==> config.mk <==
export PLATFORM = sky130hd
export DESIGN_NAME = rts_step_flat
export DESIGN_NICKNAME = d
export VERILOG_FILES = /design/src/source/smoother_pkg.sv /design/src/source/smoother_if.sv /design/src/source/rts_step.sv /design/src/flat_wrapper.sv
export VERILOG_INCLUDE_DIRS = /design/src /design/src/source
export SDC_FILE = /design/constraint.sdc
export NUM_CORES = 2
export LEC_CHECK = 0
export ABC_CLOCK_PERIOD_IN_PS = 26200
export BUFFER_PORTS_ARGS = -buffer_cell sky130_fd_sc_hd__buf_2
export CORE_MARGIN = 4
export CORE_UTILIZATION = 30
export CTS_CLUSTER_DIAMETER = 200
export DETAILED_ROUTE_END_ITERATION = 8
export MAX_ROUTING_LAYER = met4
export SETUP_SLACK_MARGIN = 0.5
export SLEW_MARGIN = 0
export SYNTH_ARGS = -nofsm -noshare
export SYNTH_HDL_FRONTEND = slang
export SYNTH_SLANG_ARGS = --single-unit
==> constraint.sdc <==
create_clock -name clk -period 26.2 [get_ports clk]
set_input_delay 3.93 -clock clk [delete_from_list [all_inputs] [get_ports clk]]
set_output_delay 3.93 -clock clk [all_outputs]
set_load 0.005 [all_outputs]
==> src/source/smoother_settings.svh <==
// Fixed-lag smoother build constants for model bank, state vector, window and number format
`ifndef SMOOTHER_SETTINGS_SVH
`define SMOOTHER_SETTINGS_SVH

// --------------------
// Model bank and state
// --------------------

// Motion models run in parallel by the IMM core
`define SMOOTH_N_MODELS 2

// Length of each state vector
`define SMOOTH_STATE_DIM 2

// Buffered forward samples, i.e. the smoothing window
`define SMOOTH_LAG_DEPTH 4

// Q16.16 fraction width
`define SMOOTH_FRAC_BITS 16

// Model index width, kept at least one bit wide
`define SMOOTH_MODEL_BITS ((`SMOOTH_N_MODELS > 1) ? $clog2(`SMOOTH_N_MODELS) : 1)

`endif

==> src/source/smoother_pkg.sv <==
// Fixed-lag smoother shared types, step opcodes, sequencer states and Q16.16 multiply
`include "smoother_settings.svh"

package smoother_pkg;

    // Signed Q16.16 sample
    typedef logic signed [31:0] fp_t;

    // One execute-stage operation
    typedef enum logic [0:0] {
        STEP_INIT   = 1'b0,
        STEP_SMOOTH = 1'b1
    } step_op_t;

    // Backward-pass sequencer states
    typedef enum logic [2:0] {
        SEQ_IDLE  = 3'd0,
        SEQ_INIT  = 3'd1,
        SEQ_ISSUE = 3'd2,
        SEQ_WAIT  = 3'd3,
        SEQ_MIX   = 3'd4
    } seq_state_t;

    // Full 64-bit product, arithmetic shift by the fraction width, low 32 bits kept
    function automatic fp_t fp_mul(input fp_t a, input fp_t b);
        logic signed [63:0] prod;
        logic signed [63:0] shifted;
        prod    = a * b;
        shifted = prod >>> `SMOOTH_FRAC_BITS;
        return shifted[31:0];
    endfunction

endpackage

==> src/source/smoother_if.sv <==
// Smoother internal buses between decode, execute and result stages
`timescale 1ns/1ps
`include "smoother_settings.svh"

// --------------------
// Step bus
// --------------------

// One backward-pass step, sequencer to execute stage
interface step_if
    import smoother_pkg::*;
();
    logic                            start;
    step_op_t                        op;
    logic [`SMOOTH_MODEL_BITS-1:0]   model;
    fp_t                             xf      [`SMOOTH_STATE_DIM];
    fp_t                             xp_next [`SMOOTH_STATE_DIM];
    logic                            done;

    modport seq  (output start, op, model, xf, xp_next, input  done);
    modport exec (input  start, op, model, xf, xp_next, output done);
endinterface

// --------------------
// Mix bus
// --------------------

// Oldest-sample weights and smoothed states toward the result stage
interface mix_if
    import smoother_pkg::*;
();
    logic mix_go;
    fp_t  mu [`SMOOTH_N_MODELS];
    fp_t  xs [`SMOOTH_N_MODELS][`SMOOTH_STATE_DIM];

    modport seq    (output mix_go, mu);
    modport xs_src (output xs);
    modport mix    (input  mix_go, mu, xs);
endinterface

==> src/source/rts_step.sv <==
// Execute stage of the smoother, running the per-model RTS update with one shared multiplier
`timescale 1ns/1ps
`include "smoother_settings.svh"

module rts_step
    import smoother_pkg::*;
(
    input  logic clk,
    input  logic rst_n,
    input  fp_t  gain [`SMOOTH_N_MODELS][`SMOOTH_STATE_DIM][`SMOOTH_STATE_DIM],
    step_if.exec step,
    mix_if.xs_src mix
);

    localparam int N     = `SMOOTH_N_MODELS;
    localparam int D     = `SMOOTH_STATE_DIM;
    localparam int IDX_W = (D > 1) ? $clog2(D) : 1;

    // Innovation, multiply-accumulate, write-back
    typedef enum logic [1:0] {
        PH_IDLE   = 2'd0,
        PH_MAC    = 2'd1,
        PH_UPDATE = 2'd2
    } phase_t;

    phase_t           phase;
    logic [IDX_W-1:0] row;
    logic [IDX_W-1:0] col;

    // Smoothed state per model
    fp_t xs    [N][D];
    fp_t innov [D];
    fp_t corr  [D];
    fp_t mac_prod;

    logic init_hit;
    logic smooth_hit;

    assign init_hit   = (phase == PH_IDLE) && step.start && (step.op == STEP_INIT);
    assign smooth_hit = (phase == PH_IDLE) && step.start && (step.op == STEP_SMOOTH);

    // Single multiplier, one gain entry per cycle
    assign mac_prod = fp_mul(gain[step.model][row][col], innov[col]);

    // Init finishes in its own cycle, smooth in the write-back cycle
    assign step.done = init_hit || (phase == PH_UPDATE);

    // --------------------
    // Control and xs
    // --------------------
    always_ff @(posedge clk or negedge rst_n) begin
        if (!rst_n) begin
            phase <= PH_IDLE;
            row   <= '0;
            col   <= '0;
            for (int m = 0; m < N; m++) begin
                for (int i = 0; i < D; i++) begin
                    xs[m][i] <= '0;
                end
            end
        end else begin
            case (phase)
                PH_IDLE: begin
                    if (init_hit) begin
                        xs[step.model] <= step.xf;
                    end else if (smooth_hit) begin
                        row   <= '0;
                        col   <= '0;
                        phase <= PH_MAC;
                    end
                end
                PH_MAC: begin
                    // Row-major walk, columns inner
                    if (col == IDX_W'(D - 1)) begin
                        col <= '0;
                        if (row == IDX_W'(D - 1)) begin
                            row   <= '0;
                            phase <= PH_UPDATE;
                        end else begin
                            row <= row + 1'b1;
                        end
                    end else begin
                        col <= col + 1'b1;
                    end
                end
                PH_UPDATE: begin
                    for (int i = 0; i < D; i++) begin
                        xs[step.model][i] <= step.xf[i] + corr[i];
                    end
                    phase <= PH_IDLE;
                end
                default: begin
                    phase <= PH_IDLE;
                end
            endcase
        end
    end

    // --------------------
    // Datapath registers
    // --------------------
    always_ff @(posedge clk) begin
        // xs[k+1] minus xp[k+1]
        if (smooth_hit) begin
            for (int i = 0; i < D; i++) begin
                innov[i] <= xs[step.model][i] - step.xp_next[i];
            end
        end
        // First column restarts the row sum
        if (phase == PH_MAC) begin
            corr[row] <= (col == '0) ? mac_prod : corr[row] + mac_prod;
        end
    end

    assign mix.xs = xs;

endmodule

==> src/flat_wrapper.sv <==
// flat-port wrapper written by rule: the top's interface ports become plain ports
module rts_step_flat import smoother_pkg::*;
  (clk, rst_n, gain, step_start, step_op, step_model, step_xf, step_xp_next, step_done, mix_xs);
  step_if step_i ();
  mix_if mix_i ();
  input  logic clk;
  input  logic rst_n;
  input  fp_t gain[`SMOOTH_N_MODELS][`SMOOTH_STATE_DIM][`SMOOTH_STATE_DIM];
  input wire logic [$bits(step_i.start)-1:0] step_start;
  input wire logic [$bits(step_i.op)-1:0] step_op;
  input wire logic [$bits(step_i.model)-1:0] step_model;
  input wire logic [$bits(step_i.xf)-1:0] step_xf;
  input wire logic [$bits(step_i.xp_next)-1:0] step_xp_next;
  output wire logic [$bits(step_i.done)-1:0] step_done;
  output wire logic [$bits(mix_i.xs)-1:0] mix_xs;
  assign step_i.start = step_start;
  assign step_i.op = step_op;
  assign step_i.model = step_model;
  assign step_i.xf = {>>{step_xf}};
  assign step_i.xp_next = {>>{step_xp_next}};
  assign step_done = step_i.done;
  assign mix_xs = {>>{mix_i.xs}};
  rts_step u_core (.clk(clk), .rst_n(rst_n), .gain(gain), .step(step_i), .mix(mix_i));
endmodule
==> summary.md <==
| Metric | Value |
|---|---|
| Antenna viol nets, final | 0 |
| Die area | 166600 um2 |
| Total core area | 158700 um2 |
| Clock transition at path regs | 0.06 ns |
| Cell Rows | 146 |
| Initial antenna violation count | 22 |
| Global-route wire length before repair | 266700 um |
| Pin count of the biggest net entering global routing | 83 |
| Maximum fanout along the worst path | 47 |
| Final Hold Fails | 0 |
| Endpoints failing setup | 0 |
| Die H | 408.2 um |
| DR pass1 iterations | 6 |
| R2r endpoint | u_core.corr[0][31] |
| Hold-fix buffers, CTS | 0 |
| Vias per inst | 5.065 |
| Clk_lat worst skew | 0.58 ns |
| Synth top area cells | fa_1, ha_1, edfxtp_1 |
| Nets | 7120 |
| #FFs+latches synth | 260 |
| IO Count | 518 |
| Port buffer count | 517 |
| Setup TNS | 0 ns |
| Worst slew margin | 13.41% |
| CTS sink cnt | 260 |
| Worst path max stage delay | 0.80 ns |
| Min-delay src | u_core.mix.xs[105] |
| Multiplexer share of the synthesized area | 9.017% |
| DP HPWL | 149100 um |
| Syn. warnings | 0 |
| CTS Buffer Depth | 3 |
| FF-to-FF Start | u_core.row |
| CTS Root Buffer Type | clkbuf_16 |
| Simple-gate share of the synthesized area | 12.28% |
| Post-synth top area cell | fa_1 |
| Largest family of logic cells by synthesized area | adder cells |
| Maxcap violations | 0 |
| Die width | 408.2 um |
| RSZ-0062 raised after global routing | no |
| Post-Syn Area | 48050 um2 |
| Tcrit/Tclk final | 60.52% |
| Post-cts resize count | 0 |
| Total gr overflow | 0 |
| Main flop type after synthesis | dfrtp_1 |
| CTS buffer count | 28 |
| Critical path class | in2reg |
| GPL Wtd Cong | 0.9625 |
| CP Data Required Time | 26.51 ns |
| Routed wire per std cell | 23.26 um |
| Register area share after synthesis | 14.87% |
| Post-synth cell types | 75 |
| Max-slew violation count | 0 |
| DRC | 0 |
| Compound-gate portion of the synthesized area | 7.765% |
| Min Clock Period, post-route | 15.86 ns |
| CTS tree | built |
| Final WL | 178500 um |
| Register-to-Register Path Depth | 42 |
| Achievable Freq | 63.07 MHz |
| Post-synth EDFFs | 128 |
| Initial DRC Count | 3173 |
| Startpoint types | primary input |
| Hold path depth | 2 |
| Hold Crit Class | reg2reg |
| Post-synthesis xor/xnor area fraction | 3.737% |
| Hold EP | u_core.mix.xs[105] |
| Cells after Synth | 5152 |
| Worst R2R Setup Slack | 13.70 ns |
| Worst slew pin tran | 1.263 ns |
| Mapped Nets | 6707 |
| Syn Area/Cell | 9.327 um2 |
| Worst path arrival time | 16.17 ns |
| Worst Clk Skew | 0.02442 ns |
| Synth top area share | 35.12% |
| Vias in the first global route | 40900 |
| Via count | 38870 |
| Synth Area in Adders | 43.53% |
| Layout cells sized above 1 | 17.06% |
| Ys async rst share | 50.77% |
| Top cell by count, worst path | fa_1 |
| Area delta synth->final | 13.11% |
| H-tree Lvls | 1 |
| Filler cells | 16280 |
| Setup Fix Bufs, Post-CTS | 0 |
| GRT Util Overall | 21.88% |
| CP max stage cell | buf_4 |
| Initial Utilization | 30.27% |
| Run status | finished, final reports clean |
| Final design utilization | 34.24% |
| Crit end category | register |
worst max path at each step:
stage / to / slack [ns] / start / depth (start not counted)
final: u_core.corr[0][31] / 10.34 / step_model / 43
after global routing: u_core.corr[0][31] / 9.62 / step_model / 43
after CTS: u_core.corr[0][31] / 10.39 / step_model / 43
after detailed placement: u_core.corr[0][31] / 9.80 / step_model / 43
after global placement: u_core.corr[0][31] / 9.89 / step_model / 43
after floorplan: u_core.corr[0][31] / 10.77 / step_model / 46
layout by cell type (no fill, tap or decap), types with 25 or more instances in the layout:
master | Yosys | routed
mux4_2 | 64 | 64
nor2_1 | 675 | 673
fa_1 | 843 | 843
xnor2_1 | 157 | 157
mux2i_2 | 0 | 32
mux2_2 | 181 | 181
inv_1 | 914 | 914
nor3_1 | 28 | 26
nand3_1 | 27 | 27
a21o_1 | 71 | 71
xor2_1 | 48 | 48
a21oi_1 | 186 | 186
nand2b_1 | 26 | 25
buf_4 | 1 | 74
mux2i_1 | 83 | 45
o21ai_0 | 195 | 195
clkbuf_16 | 0 | 32
buf_2 | 7 | 515
dfrtp_1 | 132 | 130
nand2_1 | 584 | 583
edfxtp_1 | 128 | 128
o21bai_1 | 26 | 26
ha_1 | 323 | 323
cell usage after synthesis, types with 28 or more instances:
cell type	number
a21o_1	71
a21oi_1	186
clkbuf_1	180
dfrtp_1	132
edfxtp_1	128
fa_1	843
ha_1	323
inv_1	914
mux2_2	181
mux2i_1	83
mux4_2	64
nand2_1	584
nor2_1	675
nor3_1	28
o21ai_0	195
xnor2_1	157
xor2_1	48
layout make-up:
type	count	area (um2)	share of cell area, %
multi-input cells	3769	36920	67.93
well taps	2072	2592	4.770
clock inverters	16	205.2	0.3776
diodes	15	37.54	0.06906
clock buffers	35	832.0	1.531
inverters	914	3431	6.312
flip-flops and latches	260	7154	13.16
repair buffers	592	3178	5.847
routing by layer:
layer	track usage, %	share of wire [%]	up-vias
li1	-	-	17110
met1	29.25	43	19560
met2	33.50	44	1940
met3	4.686	9.7	261
met4	6.443	3.4	0
met5	-	0	-
worst max-delay path, delay by kind of cell:
kind                       cells  cell delay, ns
and+or+nand+nor                6            1.67
muxes                          2            0.93
xor gates and xnor gates       1            0.13
adders and majority gates     10            4.23
AOI/OAI and AO/OA             17            3.54
buffers and inverters          7            1.68
kinds of logic (layout without fill, tap and decap cells):
family / Yosys count / in the layout
other: 0 / 15
buffers and inverters: 1123 / 1557
AO/OA/AOI/OAI: 618 / 618
flip-flops: 260 / 260
XOR/XNOR: 205 / 205
adder cells (fa/ha/maj): 1166 / 1166
multiplexers: 329 / 329
AND/OR/NAND/NOR: 1451 / 1451
sequential cells by signal, indices dropped and copies added (netlist names):
register,flops
u_core.corr,64
u_core.innov,64
u_core.phase,2
u_core.mix.xs,128
u_core.col,1
u_core.row,1
metrics by stage:
stage	cell area (um2)	hold slack, ns	instances	worst slack [ns]
after floorplan	48050	0.4879	5152	10.77
after global placement	53270	0.4815	7607	9.886
after detailed placement	53270	0.4791	7607	9.797
after CTS	54310	0.4951	7658	10.39
after global routing	54340	0.5096	7671	9.618
final	54350	0.4922	7673	10.34
Power is not shown: default switching activity piles up to over one toggle a cycle in this logic, so the estimate is an artifact.
