`config.mk`:
```
export PLATFORM = sky130hd
export DESIGN_NAME = lag_sequencer_flat
export DESIGN_NICKNAME = d
export VERILOG_FILES = /design/src/source/smoother_pkg.sv /design/src/source/smoother_if.sv /design/src/source/lag_sequencer.sv /design/src/flat_wrapper.sv
export VERILOG_INCLUDE_DIRS = /design/src /design/src/source
export SDC_FILE = /design/constraint.sdc
export NUM_CORES = 1
export LEC_CHECK = 0
export CAP_MARGIN = 5
export CORE_UTILIZATION = 49
export CTS_CLUSTER_SIZE = 28
export DETAILED_ROUTE_END_ITERATION = 10
export DONT_BUFFER_PORTS = 1
export PLACE_DENSITY = 0.72
export SETUP_SLACK_MARGIN = 0.5
export SYNTH_ARGS = -nofsm -noshare
export SYNTH_HDL_FRONTEND = slang
export SYNTH_SLANG_ARGS = --single-unit
export TNS_END_PERCENT = 30
```
`constraint.sdc`:
```
create_clock -name clk -period 29.3 [get_ports clk]
set_input_delay 4.395 -clock clk [delete_from_list [all_inputs] [get_ports clk]]
set_output_delay 4.395 -clock clk [all_outputs]
set_load 0.05 [all_outputs]
```
`src/source/smoother_settings.svh`:
```
// Fixed-lag smoother build constants for model bank, state vector, window and number format
`ifndef SMOOTHER_SETTINGS_SVH
`define SMOOTHER_SETTINGS_SVH

// --------------------
// Model bank and state
// --------------------

// Motion models run in parallel by the IMM core
`define SMOOTH_N_MODELS 2

// Length of each state vector
`define SMOOTH_STATE_DIM 2

// Buffered forward samples, i.e. the smoothing window
`define SMOOTH_LAG_DEPTH 4

// Q16.16 fraction width
`define SMOOTH_FRAC_BITS 16

// Model index width, kept at least one bit wide
`define SMOOTH_MODEL_BITS ((`SMOOTH_N_MODELS > 1) ? $clog2(`SMOOTH_N_MODELS) : 1)

`endif

```
`src/source/smoother_pkg.sv`:
```
// Fixed-lag smoother shared types, step opcodes, sequencer states and Q16.16 multiply
`include "smoother_settings.svh"

package smoother_pkg;

    // Signed Q16.16 sample
    typedef logic signed [31:0] fp_t;

    // One execute-stage operation
    typedef enum logic [0:0] {
        STEP_INIT   = 1'b0,
        STEP_SMOOTH = 1'b1
    } step_op_t;

    // Backward-pass sequencer states
    typedef enum logic [2:0] {
        SEQ_IDLE  = 3'd0,
        SEQ_INIT  = 3'd1,
        SEQ_ISSUE = 3'd2,
        SEQ_WAIT  = 3'd3,
        SEQ_MIX   = 3'd4
    } seq_state_t;

    // Full 64-bit product, arithmetic shift by the fraction width, low 32 bits kept
    function automatic fp_t fp_mul(input fp_t a, input fp_t b);
        logic signed [63:0] prod;
        logic signed [63:0] shifted;
        prod    = a * b;
        shifted = prod >>> `SMOOTH_FRAC_BITS;
        return shifted[31:0];
    endfunction

endpackage

```
`src/source/smoother_if.sv`:
```
// Smoother internal buses between decode, execute and result stages
`timescale 1ns/1ps
`include "smoother_settings.svh"

// --------------------
// Step bus
// --------------------

// One backward-pass step, sequencer to execute stage
interface step_if
    import smoother_pkg::*;
();
    logic                            start;
    step_op_t                        op;
    logic [`SMOOTH_MODEL_BITS-1:0]   model;
    fp_t                             xf      [`SMOOTH_STATE_DIM];
    fp_t                             xp_next [`SMOOTH_STATE_DIM];
    logic                            done;

    modport seq  (output start, op, model, xf, xp_next, input  done);
    modport exec (input  start, op, model, xf, xp_next, output done);
endinterface

// --------------------
// Mix bus
// --------------------

// Oldest-sample weights and smoothed states toward the result stage
interface mix_if
    import smoother_pkg::*;
();
    logic mix_go;
    fp_t  mu [`SMOOTH_N_MODELS];
    fp_t  xs [`SMOOTH_N_MODELS][`SMOOTH_STATE_DIM];

    modport seq    (output mix_go, mu);
    modport xs_src (output xs);
    modport mix    (input  mix_go, mu, xs);
endinterface

```
`src/source/lag_sequencer.sv`:
```
// Decode stage of the smoother, holding the history buffer and sequencing the backward pass
`timescale 1ns/1ps
`include "smoother_settings.svh"

module lag_sequencer
    import smoother_pkg::*;
(
    input  logic clk,
    input  logic rst_n,
    input  logic fwd_valid,
    input  logic enable,
    input  fp_t  fwd_xf [`SMOOTH_N_MODELS][`SMOOTH_STATE_DIM],
    input  fp_t  fwd_xp [`SMOOTH_N_MODELS][`SMOOTH_STATE_DIM],
    input  fp_t  fwd_mu [`SMOOTH_N_MODELS],
    output logic busy,
    step_if.seq  step,
    mix_if.seq   mix
);

    localparam int N       = `SMOOTH_N_MODELS;
    localparam int D       = `SMOOTH_STATE_DIM;
    localparam int L       = `SMOOTH_LAG_DEPTH;
    localparam int PTR_W   = (L > 1) ? $clog2(L) : 1;
    localparam int FILL_W  = $clog2(L + 1);
    localparam int MODEL_W = `SMOOTH_MODEL_BITS;

    // --------------------
    // History buffer
    // --------------------
    fp_t buf_xf [L][N][D];
    fp_t buf_xp [L][N][D];
    fp_t buf_mu [L][N];

    logic [PTR_W-1:0]   wr_ptr;
    logic [FILL_W-1:0]  fill_count;
    logic               buffer_full;
    logic               accept;

    // Pass bookkeeping
    seq_state_t         state;
    logic [PTR_W-1:0]   k_idx;
    logic [PTR_W-1:0]   k_next;
    logic [PTR_W-1:0]   k_prev;
    logic [PTR_W-1:0]   newest;
    logic [MODEL_W-1:0] model_idx;
    logic               last_model;

    assign buffer_full = (fill_count == FILL_W'(L));
    // Full window or running pass blocks new samples
    assign busy        = (state != SEQ_IDLE) || buffer_full;
    assign accept      = fwd_valid && enable && !busy;

    // Circular neighbours
    assign newest = (wr_ptr == '0) ? PTR_W'(L - 1) : wr_ptr - 1'b1;
    assign k_prev = (k_idx == '0) ? PTR_W'(L - 1) : k_idx - 1'b1;
    assign k_next = (k_idx == PTR_W'(L - 1)) ? '0 : k_idx + 1'b1;

    assign last_model = (model_idx == MODEL_W'(N - 1));

    // Sample payload only
    always_ff @(posedge clk) begin
        if (accept) begin
            buf_xf[wr_ptr] <= fwd_xf;
            buf_xp[wr_ptr] <= fwd_xp;
            buf_mu[wr_ptr] <= fwd_mu;
        end
    end

    // Write pointer and fill level
    always_ff @(posedge clk or negedge rst_n) begin
        if (!rst_n) begin
            wr_ptr     <= '0;
            fill_count <= '0;
        end else if (accept) begin
            wr_ptr     <= (wr_ptr == PTR_W'(L - 1)) ? '0 : wr_ptr + 1'b1;
            fill_count <= fill_count + 1'b1;
        end else if (state == SEQ_MIX) begin
            // Oldest slot retires, next accepted sample refills the window
            fill_count <= fill_count - 1'b1;
        end
    end

    // --------------------
    // Backward-pass FSM
    // --------------------
    always_ff @(posedge clk or negedge rst_n) begin
        if (!rst_n) begin
            state     <= SEQ_IDLE;
            k_idx     <= '0;
            model_idx <= '0;
        end else begin
            case (state)
                SEQ_IDLE: begin
                    if (buffer_full) begin
                        state     <= SEQ_INIT;
                        k_idx     <= newest;
                        model_idx <= '0;
                    end
                end
                // xs of every model seeded from newest xf
                SEQ_INIT: begin
                    if (step.done) begin
                        if (last_model) begin
                            model_idx <= '0;
                            k_idx     <= k_prev;
                            state     <= SEQ_ISSUE;
                        end else begin
                            model_idx <= model_idx + 1'b1;
                        end
                    end
                end
                SEQ_ISSUE: begin
                    state <= SEQ_WAIT;
                end
                SEQ_WAIT: begin
                    if (step.done) begin
                        if (!last_model) begin
                            model_idx <= model_idx + 1'b1;
                            state     <= SEQ_ISSUE;
                        end else if (k_idx == wr_ptr) begin
                            // Oldest timestep finished
                            model_idx <= '0;
                            state     <= SEQ_MIX;
                        end else begin
                            model_idx <= '0;
                            k_idx     <= k_prev;
                            state     <= SEQ_ISSUE;
                        end
                    end
                end
                SEQ_MIX: begin
                    state <= SEQ_IDLE;
                end
                default: begin
                    state <= SEQ_IDLE;
                end
            endcase
        end
    end

    // Step operands, held until done since indices move only on done
    assign step.start   = (state == SEQ_INIT) || (state == SEQ_ISSUE);
    assign step.op      = (state == SEQ_INIT) ? STEP_INIT : STEP_SMOOTH;
    assign step.model   = model_idx;
    assign step.xf      = buf_xf[k_idx][model_idx];
    assign step.xp_next = buf_xp[k_next][model_idx];

    // Oldest sample sits at the write pointer when full
    assign mix.mix_go = (state == SEQ_MIX);
    assign mix.mu     = buf_mu[wr_ptr];

endmodule

```
`src/flat_wrapper.sv`:
```
// flat-port wrapper written by rule: the top's interface ports become plain ports
module lag_sequencer_flat import smoother_pkg::*;
  (clk, rst_n, fwd_valid, enable, fwd_xf, fwd_xp, fwd_mu, busy, step_start, step_op, step_model, step_xf, step_xp_next, step_done, mix_mix_go, mix_mu);
  step_if step_i ();
  mix_if mix_i ();
  input  logic clk;
  input  logic rst_n;
  input  logic fwd_valid;
  input  logic enable;
  input  fp_t fwd_xf[`SMOOTH_N_MODELS][`SMOOTH_STATE_DIM];
  input  fp_t fwd_xp[`SMOOTH_N_MODELS][`SMOOTH_STATE_DIM];
  input  fp_t fwd_mu[`SMOOTH_N_MODELS];
  output logic busy;
  output wire logic [$bits(step_i.start)-1:0] step_start;
  output wire logic [$bits(step_i.op)-1:0] step_op;
  output wire logic [$bits(step_i.model)-1:0] step_model;
  output wire logic [$bits(step_i.xf)-1:0] step_xf;
  output wire logic [$bits(step_i.xp_next)-1:0] step_xp_next;
  input wire logic [$bits(step_i.done)-1:0] step_done;
  output wire logic [$bits(mix_i.mix_go)-1:0] mix_mix_go;
  output wire logic [$bits(mix_i.mu)-1:0] mix_mu;
  assign step_start = step_i.start;
  assign step_op = step_i.op;
  assign step_model = step_i.model;
  assign step_xf = {>>{step_i.xf}};
  assign step_xp_next = {>>{step_i.xp_next}};
  assign step_i.done = step_done;
  assign mix_mix_go = mix_i.mix_go;
  assign mix_mu = {>>{mix_i.mu}};
  lag_sequencer u_core (.clk(clk), .rst_n(rst_n), .fwd_valid(fwd_valid), .enable(enable), .fwd_xf(fwd_xf), .fwd_xp(fwd_xp), .fwd_mu(fwd_mu), .busy(busy), .step(step_i), .mix(mix_i));
endmodule
```
==> results of run 1 <==
routing by layer:
metal  vias to the layer above  track usage (%)  part of all wire (%)
li1                       8940                -                     -
met1                     11200             22.9                    36
met2                       770             32.4                    51
met3                       171             7.87                   9.8
met4                         6             7.29                   3.0
met5                         -                0                 0.041
kinds of logic (layout without fill, tap and decap cells):
group,Yosys count,in the layout
DFF,1291,1291
and+or+nand+nor,411,411
muxes,324,324
buffers and inverters,111,269
AOI/OAI and AO/OA,12,12
adders and majority gates,7,7
xor gates and xnor gates,6,6
other,0,1
where the power goes:
part	switching [mW]	internal, mW
Combinational	1.41	0.592
Clock	0.687	0.944
Sequential	0.0619	2.08
Total	2.15	3.62
worst reg2reg max path: cells and delay by family, from the launching register on:
kind | cells | cell delay [ns]
flip-flops | 1 | 0.52
buffers and inverters | 2 | 1.85
AND/OR/NAND/NOR | 3 | 1.73
registers in the layout, indices dropped and copies added, names as in the netlist:
| signal | cells |
|---|---|
| u_core.state | 3 |
| u_core.buf_xp | 512 |
| u_core.buf_mu | 256 |
| u_core.buf_xf | 512 |
| u_core.step.model | 1 |
| u_core.wr_ptr | 2 |
| u_core.k_idx | 2 |
| u_core.fill_count | 3 |
through the flow:
step           setup WS, ns  area (um2)  hold slack (ns)  power [mW]
2_1_floorplan         16.54       48300            0.439        3.92
4_1_cts               19.37       54000            0.469        5.85
3_5_place_dp          20.18       49700            0.457        4.21
5_1_grt               19.06       54000            0.485        5.99
6_report              19.65       54000            0.468        5.77
3_3_place_gp          20.21       49700            0.457        4.20
area by class of cell:
class	count	area, um2	share of cell area, %
Antenna cell	1	2.50	0.00464
Clock buffer	162	3450	6.38
Clock inverter	72	792	1.47
Inverter	6	27.5	0.0510
Multi-Input combinational cell	760	9140	16.9
Sequential cell	1291	38700	71.8
Tap cell	1276	1600	2.96
Timing Repair Buffer	29	243	0.450
cells in the final DEF (no fill, tap or decap), types with 3 or more instances in the layout:
master,n
sky130_fd_sc_hd__mux4_2,320
sky130_fd_sc_hd__inv_6,8
sky130_fd_sc_hd__edfxtp_1,1280
sky130_fd_sc_hd__clkinvlp_4,6
sky130_fd_sc_hd__xnor2_1,5
sky130_fd_sc_hd__ha_1,6
sky130_fd_sc_hd__clkbuf_1,27
sky130_fd_sc_hd__nand2_1,390
sky130_fd_sc_hd__clkinv_8,4
sky130_fd_sc_hd__dfrtp_1,6
sky130_fd_sc_hd__nor2_1,4
sky130_fd_sc_hd__dfrtp_4,4
sky130_fd_sc_hd__and2_4,4
sky130_fd_sc_hd__clkinv_1,18
sky130_fd_sc_hd__bufinv_16,11
sky130_fd_sc_hd__nor3_1,4
sky130_fd_sc_hd__buf_4,27
sky130_fd_sc_hd__clkbuf_16,132
sky130_fd_sc_hd__clkinv_2,19
sky130_fd_sc_hd__inv_1,5
sky130_fd_sc_hd__inv_16,4
sky130_fd_sc_hd__clkbuf_8,3
worst max path at each step:
| stage | endpoint | cells after the start |
|---|---|---|
| after floorplan | u_core.buf_mu[0][0] | 3 |
| after global routing | step_xp_next[53] | 7 |
| after CTS | step_xp_next[53] | 7 |
| final | step_xp_next[52] | 7 |
| after global placement | step_xp_next[53] | 7 |
| after detailed placement | step_xp_next[53] | 7 |
==> out/metrics.sh, run 1 <==
RUN_STATUS='completed'
NUMBER_OF_FLOPS_MAPPED_TO_ENABLE_CELLS_BY_YOSYS=1280
HP-START='u_core.fill_count[2]'
LEAKAGEPOWER_nW=17.2
DRC_MARKER_COUNT_FROM_THE_FIRST_DETAILED_ROUTE_ITERATION=1536
PLACE.DETAILED.HPWL_UM=58100
TIMING.FINAL.CRIT_SHARE_PCT=32.9
SYNTH_TOP_CELL_AREA_SHARE_PCT=79.5
H-TREE-DEPTH=4
SYNTH_TOP_CELLS_BY_COUNT='1280 x sky130_fd_sc_hd__edfxtp_1, 390 x sky130_fd_sc_hd__nand2_1, 320 x sky130_fd_sc_hd__mux4_2'
TIMING.CRITICAL_PATH.ARRIVAL_NS=5.26
DIE_HEIGHT_UM=316
SLEW-LIMIT-HEADROOM_PCT=17.0
NUMBER_OF_INPUT_AND_OUTPUT_PORT_BUFFERS_INSERTED=0
DRT-TOTAL-WL_UM=98000
REG2REGPATHDEPTH=5
SYN2LAYOUT_AREA_GROWTH_PCT=11.7
ANTENNA_FOUND_INITIAL=4
R2R-END='u_core.buf_xp[3][116]'
DIE-AREA_UM2=99900
ROUTE.ANTENNA.REMAINING_NETS=0
POSTSYNTHNETCOUNT=2494
SYNTH_TOP_FAMILY_BY_AREA='multiplexers'
SETUP_TOTAL_NEGATIVE_SLACK_NS=0
POWER_PER_CELL_AREA_nW_PER_UM2=107
INSERTION_DELAY_OF_THE_LATER_CLOCKED_PIN_IN_THE_WORST_SKEW_PAIR_NS=0.73
SYNTH_AREA_IN_SIMPLE_GATES_PCT=3.29
XOR_AND_XNOR_AREA_SHARE_AFTER_SYNTHESIS_PCT=0.109
CTS_SETUP_BUFFERS=0
VDD.IR_DROP.WORST_mV=0.0717
FLOORPLAN.CORE_AREA_UM2=97100
SETUP.WORST_PATH.END_CLASS='output port'
MIN_PATH_TYPE='flip-flop to flip-flop'
PLACE_CONGESTION=0.759
YOSYS_WARNINGS=0
SORT_OF_ELEMENT_AT_THE_START_OF_THE_CRITICAL_PATH='flip-flop'
DIE_W_UM=316
CP_TOP_FAMILY='buffers and inverters'
INITIAL_CORE_UTIL_PCT=49.8
GLOBAL_ROUTE.OVERFLOW_TOTAL=0
BUFFERS_AND_INVERTERS_ON_THE_WORST_PATH=3
NUM_ROWS=114
CTS_ROOT_BUFFER='sky130_fd_sc_hd__clkbuf_16'
WORSTSETUPSTARTPOINT='u_core.k_idx[0]'
REPORT.FINAL.SETUP_VIOL=0
POSTLAYOUTCOREUTIL_PCT=55.6
LAYOUT.NETS=2552
YOSYSMOSTFREQUENTCELL='sky130_fd_sc_hd__edfxtp_1'
CP_DATA_REQUIRED_TIME_NS=24.90
TRITONCTS='built'
SETUP.WORST_PATH.CLASS='flip-flop to output port'
RSZ0062_AT_GRT='false'
FMAX_GHz=0.104
FILLERINSTANCES=6957
CTS_INSERTED_BUFFERS=132
DRIVE_ABOVE_1_SHARE_PCT=24.0
DRC=0
REG2REG_FROM='u_core.state[1]'
WORST_HOLD_PATH.ENDPOINT='u_core.fill_count[2]'
SYNTH_SEQ_AREA_SHARE_PCT=80.1
PLACED_CELLS_INCL_TAPS=3362
GRT_START_MAX_NET_PINS=146
YOSYS_REGISTER_BITS=1291
SYN-CELL-AREA_UM2=48300
SYN_INST=2162
SYN_AREA_PER_CELL_UM2=22.4
GRT_PASS1_WL_UM=142000
AVGVIACOUNTPERCELL=5.87
SYNTHTOPCELLSBYAREA='sky130_fd_sc_hd__edfxtp_1 80%, sky130_fd_sc_hd__mux4_2 15%, sky130_fd_sc_hd__nand2_1 3.0%'
FIN_SKEW_NS=0.0248
BOUNDARYPINS=522
YS_ASYNC_SR_FRACTION_PCT=0.852
LAYOUT.CELLS.NON_FILLER=3597
SYNTH_COMPOUND_GATE_AREA_SHARE_PCT=0.241
SYNTH_AREA_LEADER_CELL='sky130_fd_sc_hd__edfxtp_1'
WORST-SLEW-PIN-TRANSITION_NS=1.24
PATH_CELLS='inv_1, ha_4, buf_4, buf_4, mux4_2, nand2_1, nand2_1'
CRITICAL_PATH_PEAK_FANOUT=52
TIMING_MAX_TRANSITION_VIOLATIONS_FINAL=0
SYNTHMUXAREASHARE_PCT=15.0
CRIT_PATH_MAX_INCR_DELAY_NS=0.91
TOTAL_VIA_COUNT_AFTER_DETAILED_ROUTING=21100
CTS_REPAIR_RESIZE_COUNT=0
FINAL-HOLD-VIOLATION-COUNT=0
AVGROUTEDWIREPERCELL_UM=27.3
CLKTRANSATPATHREGS_NS=0.06
FINAL.MIN_CLOCK_PERIOD_NS=9.65
GLOBALROUTETOTALUTIL_PCT=19.6
CRIT_PATH_TOP_DELAY_CELL='sky130_fd_sc_hd__buf_4'
MAX-CAP-VIOLATIONS=0
YOSYS_MOST_USED_DFF='sky130_fd_sc_hd__edfxtp_1'
RRSETUPSLACK_NS=24.68
MIN_PATH_CELLS=1
SYNTHDISTINCTLIBCELLS=35
POSTCTSHOLDBUFS=0
FIRST_GLOBAL_VIAS=22100
CLOCK_SINK_COUNT=1291
DRT_PASS1_ITERATIONS=5
POST_SYNTHESIS_ADDER_CELL_AREA_FRACTION_PCT=0.181
CLOCK_TREE.BUFFER_DEPTH=3
(Power assumes the default switching activity.)
==> run 2: changes to the inputs <==
ABC_AREA = 1   (was default)
clock period = 9.3 ns   (was 29.3 ns; I/O delays follow)
==> run 2 against run 1 <==
Via count increased by 36%. Synthesized area increased by 2.1%. Global-route usage increased by 2.2 points. Critical path depth increased by 2. Total power increased to 3.5 times the previous value. First-iteration DRC count increased by 97%. Largest cell class unchanged. Largest power group is now combinational cells. Highest routed layer unchanged. Non-clock buffer count increased by 9.
==> out/metrics.sh, run 2 <==
RUN_STATUS='completed'
SYN_INST=3617
DIE_HEIGHT_UM=319
RRSETUPSLACK_NS=5.50
CLKTRANSATPATHREGS_NS=0.06
GRT_PASS1_WL_UM=168000
YOSYSMOSTFREQUENTCELL='sky130_fd_sc_hd__edfxtp_1'
REG2REGPATHDEPTH=6
POSTSYNTHNETCOUNT=3949
PLACE_CONGESTION=0.805
SETUP.WORST_PATH.CLASS='flip-flop to output port'
TIMING.CRITICAL_PATH.ARRIVAL_NS=5.14
GLOBALROUTETOTALUTIL_PCT=21.8
CLOCKPOWERSHARE_PCT=24.7
CTS_ROOT_BUFFER='sky130_fd_sc_hd__clkbuf_16'
SYNTHTOPCELLSBYAREA='sky130_fd_sc_hd__edfxtp_1 78%, sky130_fd_sc_hd__o21ai_0 5.6%, sky130_fd_sc_hd__nor2_1 5.0%'
DRT_PASS1_ITERATIONS=6
H-TREE-DEPTH=4
POWER_FRAC_SEQ_PCT=35.0
VDD.IR_DROP.WORST_mV=0.247
SLEW-LIMIT-HEADROOM_PCT=14.1
PLACE.DETAILED.HPWL_UM=62000
AVGROUTEDWIREPERCELL_UM=23.1
FINAL.SETUP.WORST_SLACK_NS=2.76
COMB_POWER_SHARE_PCT=40.3
SWSHARE_PCT=44.8
FIN_SKEW_NS=0.0353
FIN_TOTAL_PWR_mW=20.3
NUM_ROWS=116
LAYOUT.NETS=3882
SYN-CELL-AREA_UM2=49300
TRITONCTS='built'
SETUP.WORST_PATH.END_CLASS='output port'
DIODES=0
FINAL-SEQ-AREA_UM2=38700
TIMING_MAX_TRANSITION_VIOLATIONS_FINAL=0
CTS_SETUP_BUFFERS=0
CTS_INSERTED_BUFFERS=132
PRE_CTS_SLACK_NS=3.58
INITIAL_CORE_UTIL_PCT=49.4
INSERTION_DELAY_OF_THE_LATER_CLOCKED_PIN_IN_THE_WORST_SKEW_PAIR_NS=0.74
CP_DATA_REQUIRED_TIME_NS=7.91
MOSTFREQUENTLAYOUTCELLS='1280 x sky130_fd_sc_hd__edfxtp_1, 647 x sky130_fd_sc_hd__nor2_1, 552 x sky130_fd_sc_hd__o21ai_0'
SYNTH_SEQ_AREA_SHARE_PCT=78.5
DRC_MARKER_COUNT_FROM_THE_FIRST_DETAILED_ROUTE_ITERATION=3023
BOUNDARYPINS=522
RSZ0062_AT_GRT='false'
SYNTH_TOP_CELL_AREA_SHARE_PCT=77.9
AVGVIACOUNTPERCELL=5.81
TOTAL_SWITCHING_POWER_mW=9.09
CLOCK_TREE.BUFFER_DEPTH=3
MAX-CAP-VIOLATIONS=0
DIE-AREA_UM2=102000
YOSYS_REGISTER_BITS=1291
MIN_PATH_TYPE='primary input to asynchronous set/reset pin'
ROUTE.ANTENNA.REMAINING_NETS=0
INTERNAL_POWER_mW=11.2
CLOCK_SINK_COUNT=1291
SYN2LAYOUT_AREA_GROWTH_PCT=10.4
POWER_PER_CELL_AREA_nW_PER_UM2=373
YOSYS_MOST_USED_DFF='sky130_fd_sc_hd__edfxtp_1'
NUMBER_OF_FLOPS_MAPPED_TO_ENABLE_CELLS_BY_YOSYS=1280
DRT-TOTAL-WL_UM=114000
REPORT.FINAL.SETUP_VIOL=0
SYNTHDISTINCTLIBCELLS=28
FINAL-HOLD-VIOLATION-COUNT=0
REG.LARGEST.LIST='u_core.buf_xf (512), u_core.buf_xp (512), u_core.buf_mu (256)'
FILLERINSTANCES=7829
POSTCTSHOLDBUFS=0
WORST-SLEW-PIN-TRANSITION_NS=1.31
SORT_OF_ELEMENT_AT_THE_START_OF_THE_CRITICAL_PATH='flip-flop'
TIMING.FINAL.CRIT_SHARE_PCT=70.3
DRC=0
SYN_AREA_PER_CELL_UM2=13.6
FIRST_GLOBAL_VIAS=27000
LEAKAGEPOWER_nW=17.7
SYNTH_AREA_LEADER_CELL='sky130_fd_sc_hd__edfxtp_1'
NUMBER_OF_INPUT_AND_OUTPUT_PORT_BUFFERS_INSERTED=0
REG2REG_FROM='u_core.wr_ptr[1]'
FMAX_GHz=0.153
CTS_REPAIR_RESIZE_COUNT=0
YS_ASYNC_SR_FRACTION_PCT=0.852
DRIVE_ABOVE_1_SHARE_PCT=6.34
R2R-END='u_core.buf_xf[3][70]'
FINAL.MIN_CLOCK_PERIOD_NS=6.54
GLOBAL_ROUTE.OVERFLOW_TOTAL=0
YOSYS_WARNINGS=0
SYNTH_TOP_CELLS_BY_COUNT='1280 x sky130_fd_sc_hd__edfxtp_1, 651 x sky130_fd_sc_hd__nor2_1, 552 x sky130_fd_sc_hd__o21ai_0'
FINAL_COMMON_CELL='sky130_fd_sc_hd__edfxtp_1'
FLOORPLAN.CORE_AREA_UM2=99900
TOTAL_VIA_COUNT_AFTER_DETAILED_ROUTING=28700
MULTIINPUTGATEAREA_UM2=9540
GRT_START_MAX_NET_PINS=159
DIE_W_UM=319
CRITICAL_PATH_PEAK_FANOUT=158
ANTENNA_FOUND_INITIAL=1
[run 2: cell type report]
class	count	area share [%]
sequential	1291	71.1
tap	1298	2.98
clock inverter	62	1.05
inverter	21	0.193
multi-input combinational	2066	17.5
clock buffer	165	6.45
timing repair buffer	38	0.685
[run 2: kinds of logic (layout without fill, tap and decap cells)]
kind of cell	Yosys count	in the layout	share of synthesized area (%)
AO/OA/AOI/OAI	974	974	10.7
XOR/XNOR	2	2	0.0355
adder cells (fa/ha/maj)	7	7	0.178
buffers and inverters	260	286	2.31
flip-flops	1291	1291	78.5
AND/OR/NAND/NOR	1083	1083	8.30
[run 2: stage by stage]
stage	utilization, %	hold WS [ns]	cell area [um2]	std cells	TNS (ns)
after floorplan	-	0.454	49300	3617	-1541.26
after global placement	50.4	0.483	50400	4714	0
after detailed placement	50.4	0.485	50400	4714	0
after CTS	54.5	0.288	54400	4941	0
after global routing	54.5	0.303	54400	4941	0
final	54.5	0.345	54400	4941	0
[run 2: critical path, cell delays in order, from the launching register on]
cell                      delay [ns]
sky130_fd_sc_hd__dfrtp_4        0.98
sky130_fd_sc_hd__ha_1           0.33
sky130_fd_sc_hd__nor2_4         0.03
sky130_fd_sc_hd__buf_4          0.32
sky130_fd_sc_hd__inv_8          0.64
sky130_fd_sc_hd__buf_4          0.91
sky130_fd_sc_hd__o21ai_0        0.20
sky130_fd_sc_hd__o22ai_1        0.18
sky130_fd_sc_hd__nand2_1        0.06
sky130_fd_sc_hd__nand2_1        0.46
[run 2: routing by layer]
layer	wire [um]	track usage, %	share of wire (%)	vias up
li1	-	-	-	13200
met3	10700	6.88	9.4	193
met2	54700	34.4	48	1162
met5	18	0	0.016	-
met1	44400	27.9	39	14200
met4	4010	8.93	3.5	2
[run 2: power by group through the flow]
stage / Clock [mW] / Combinational (mW) / Sequential (mW)
finish: 5.02 / 8.18 / 7.09
global placement: 0 / 8.10 / 7.21
detailed placement: 0 / 8.19 / 7.22
CTS: 5.10 / 8.21 / 7.10
floorplan: 0 / 6.68 / 7.17
global route: 5.33 / 8.75 / 7.13
[run 2: worst max path at each step]
stage | endpoint | cells past startpoint | slack, ns | start
detailed placement | step_xp_next[47] | 9 | 3.58 | u_core.k_idx[0]
CTS | step_xp_next[55] | 9 | 2.77 | u_core.k_idx[0]
finish | step_xp_next[47] | 9 | 2.76 | u_core.k_idx[0]
global route | step_xp_next[58] | 9 | 2.45 | u_core.k_idx[0]
floorplan | u_core.buf_mu[3][0] | 2 | -1.20 | fwd_valid
global placement | step_xp_next[61] | 9 | 3.65 | u_core.k_idx[0]
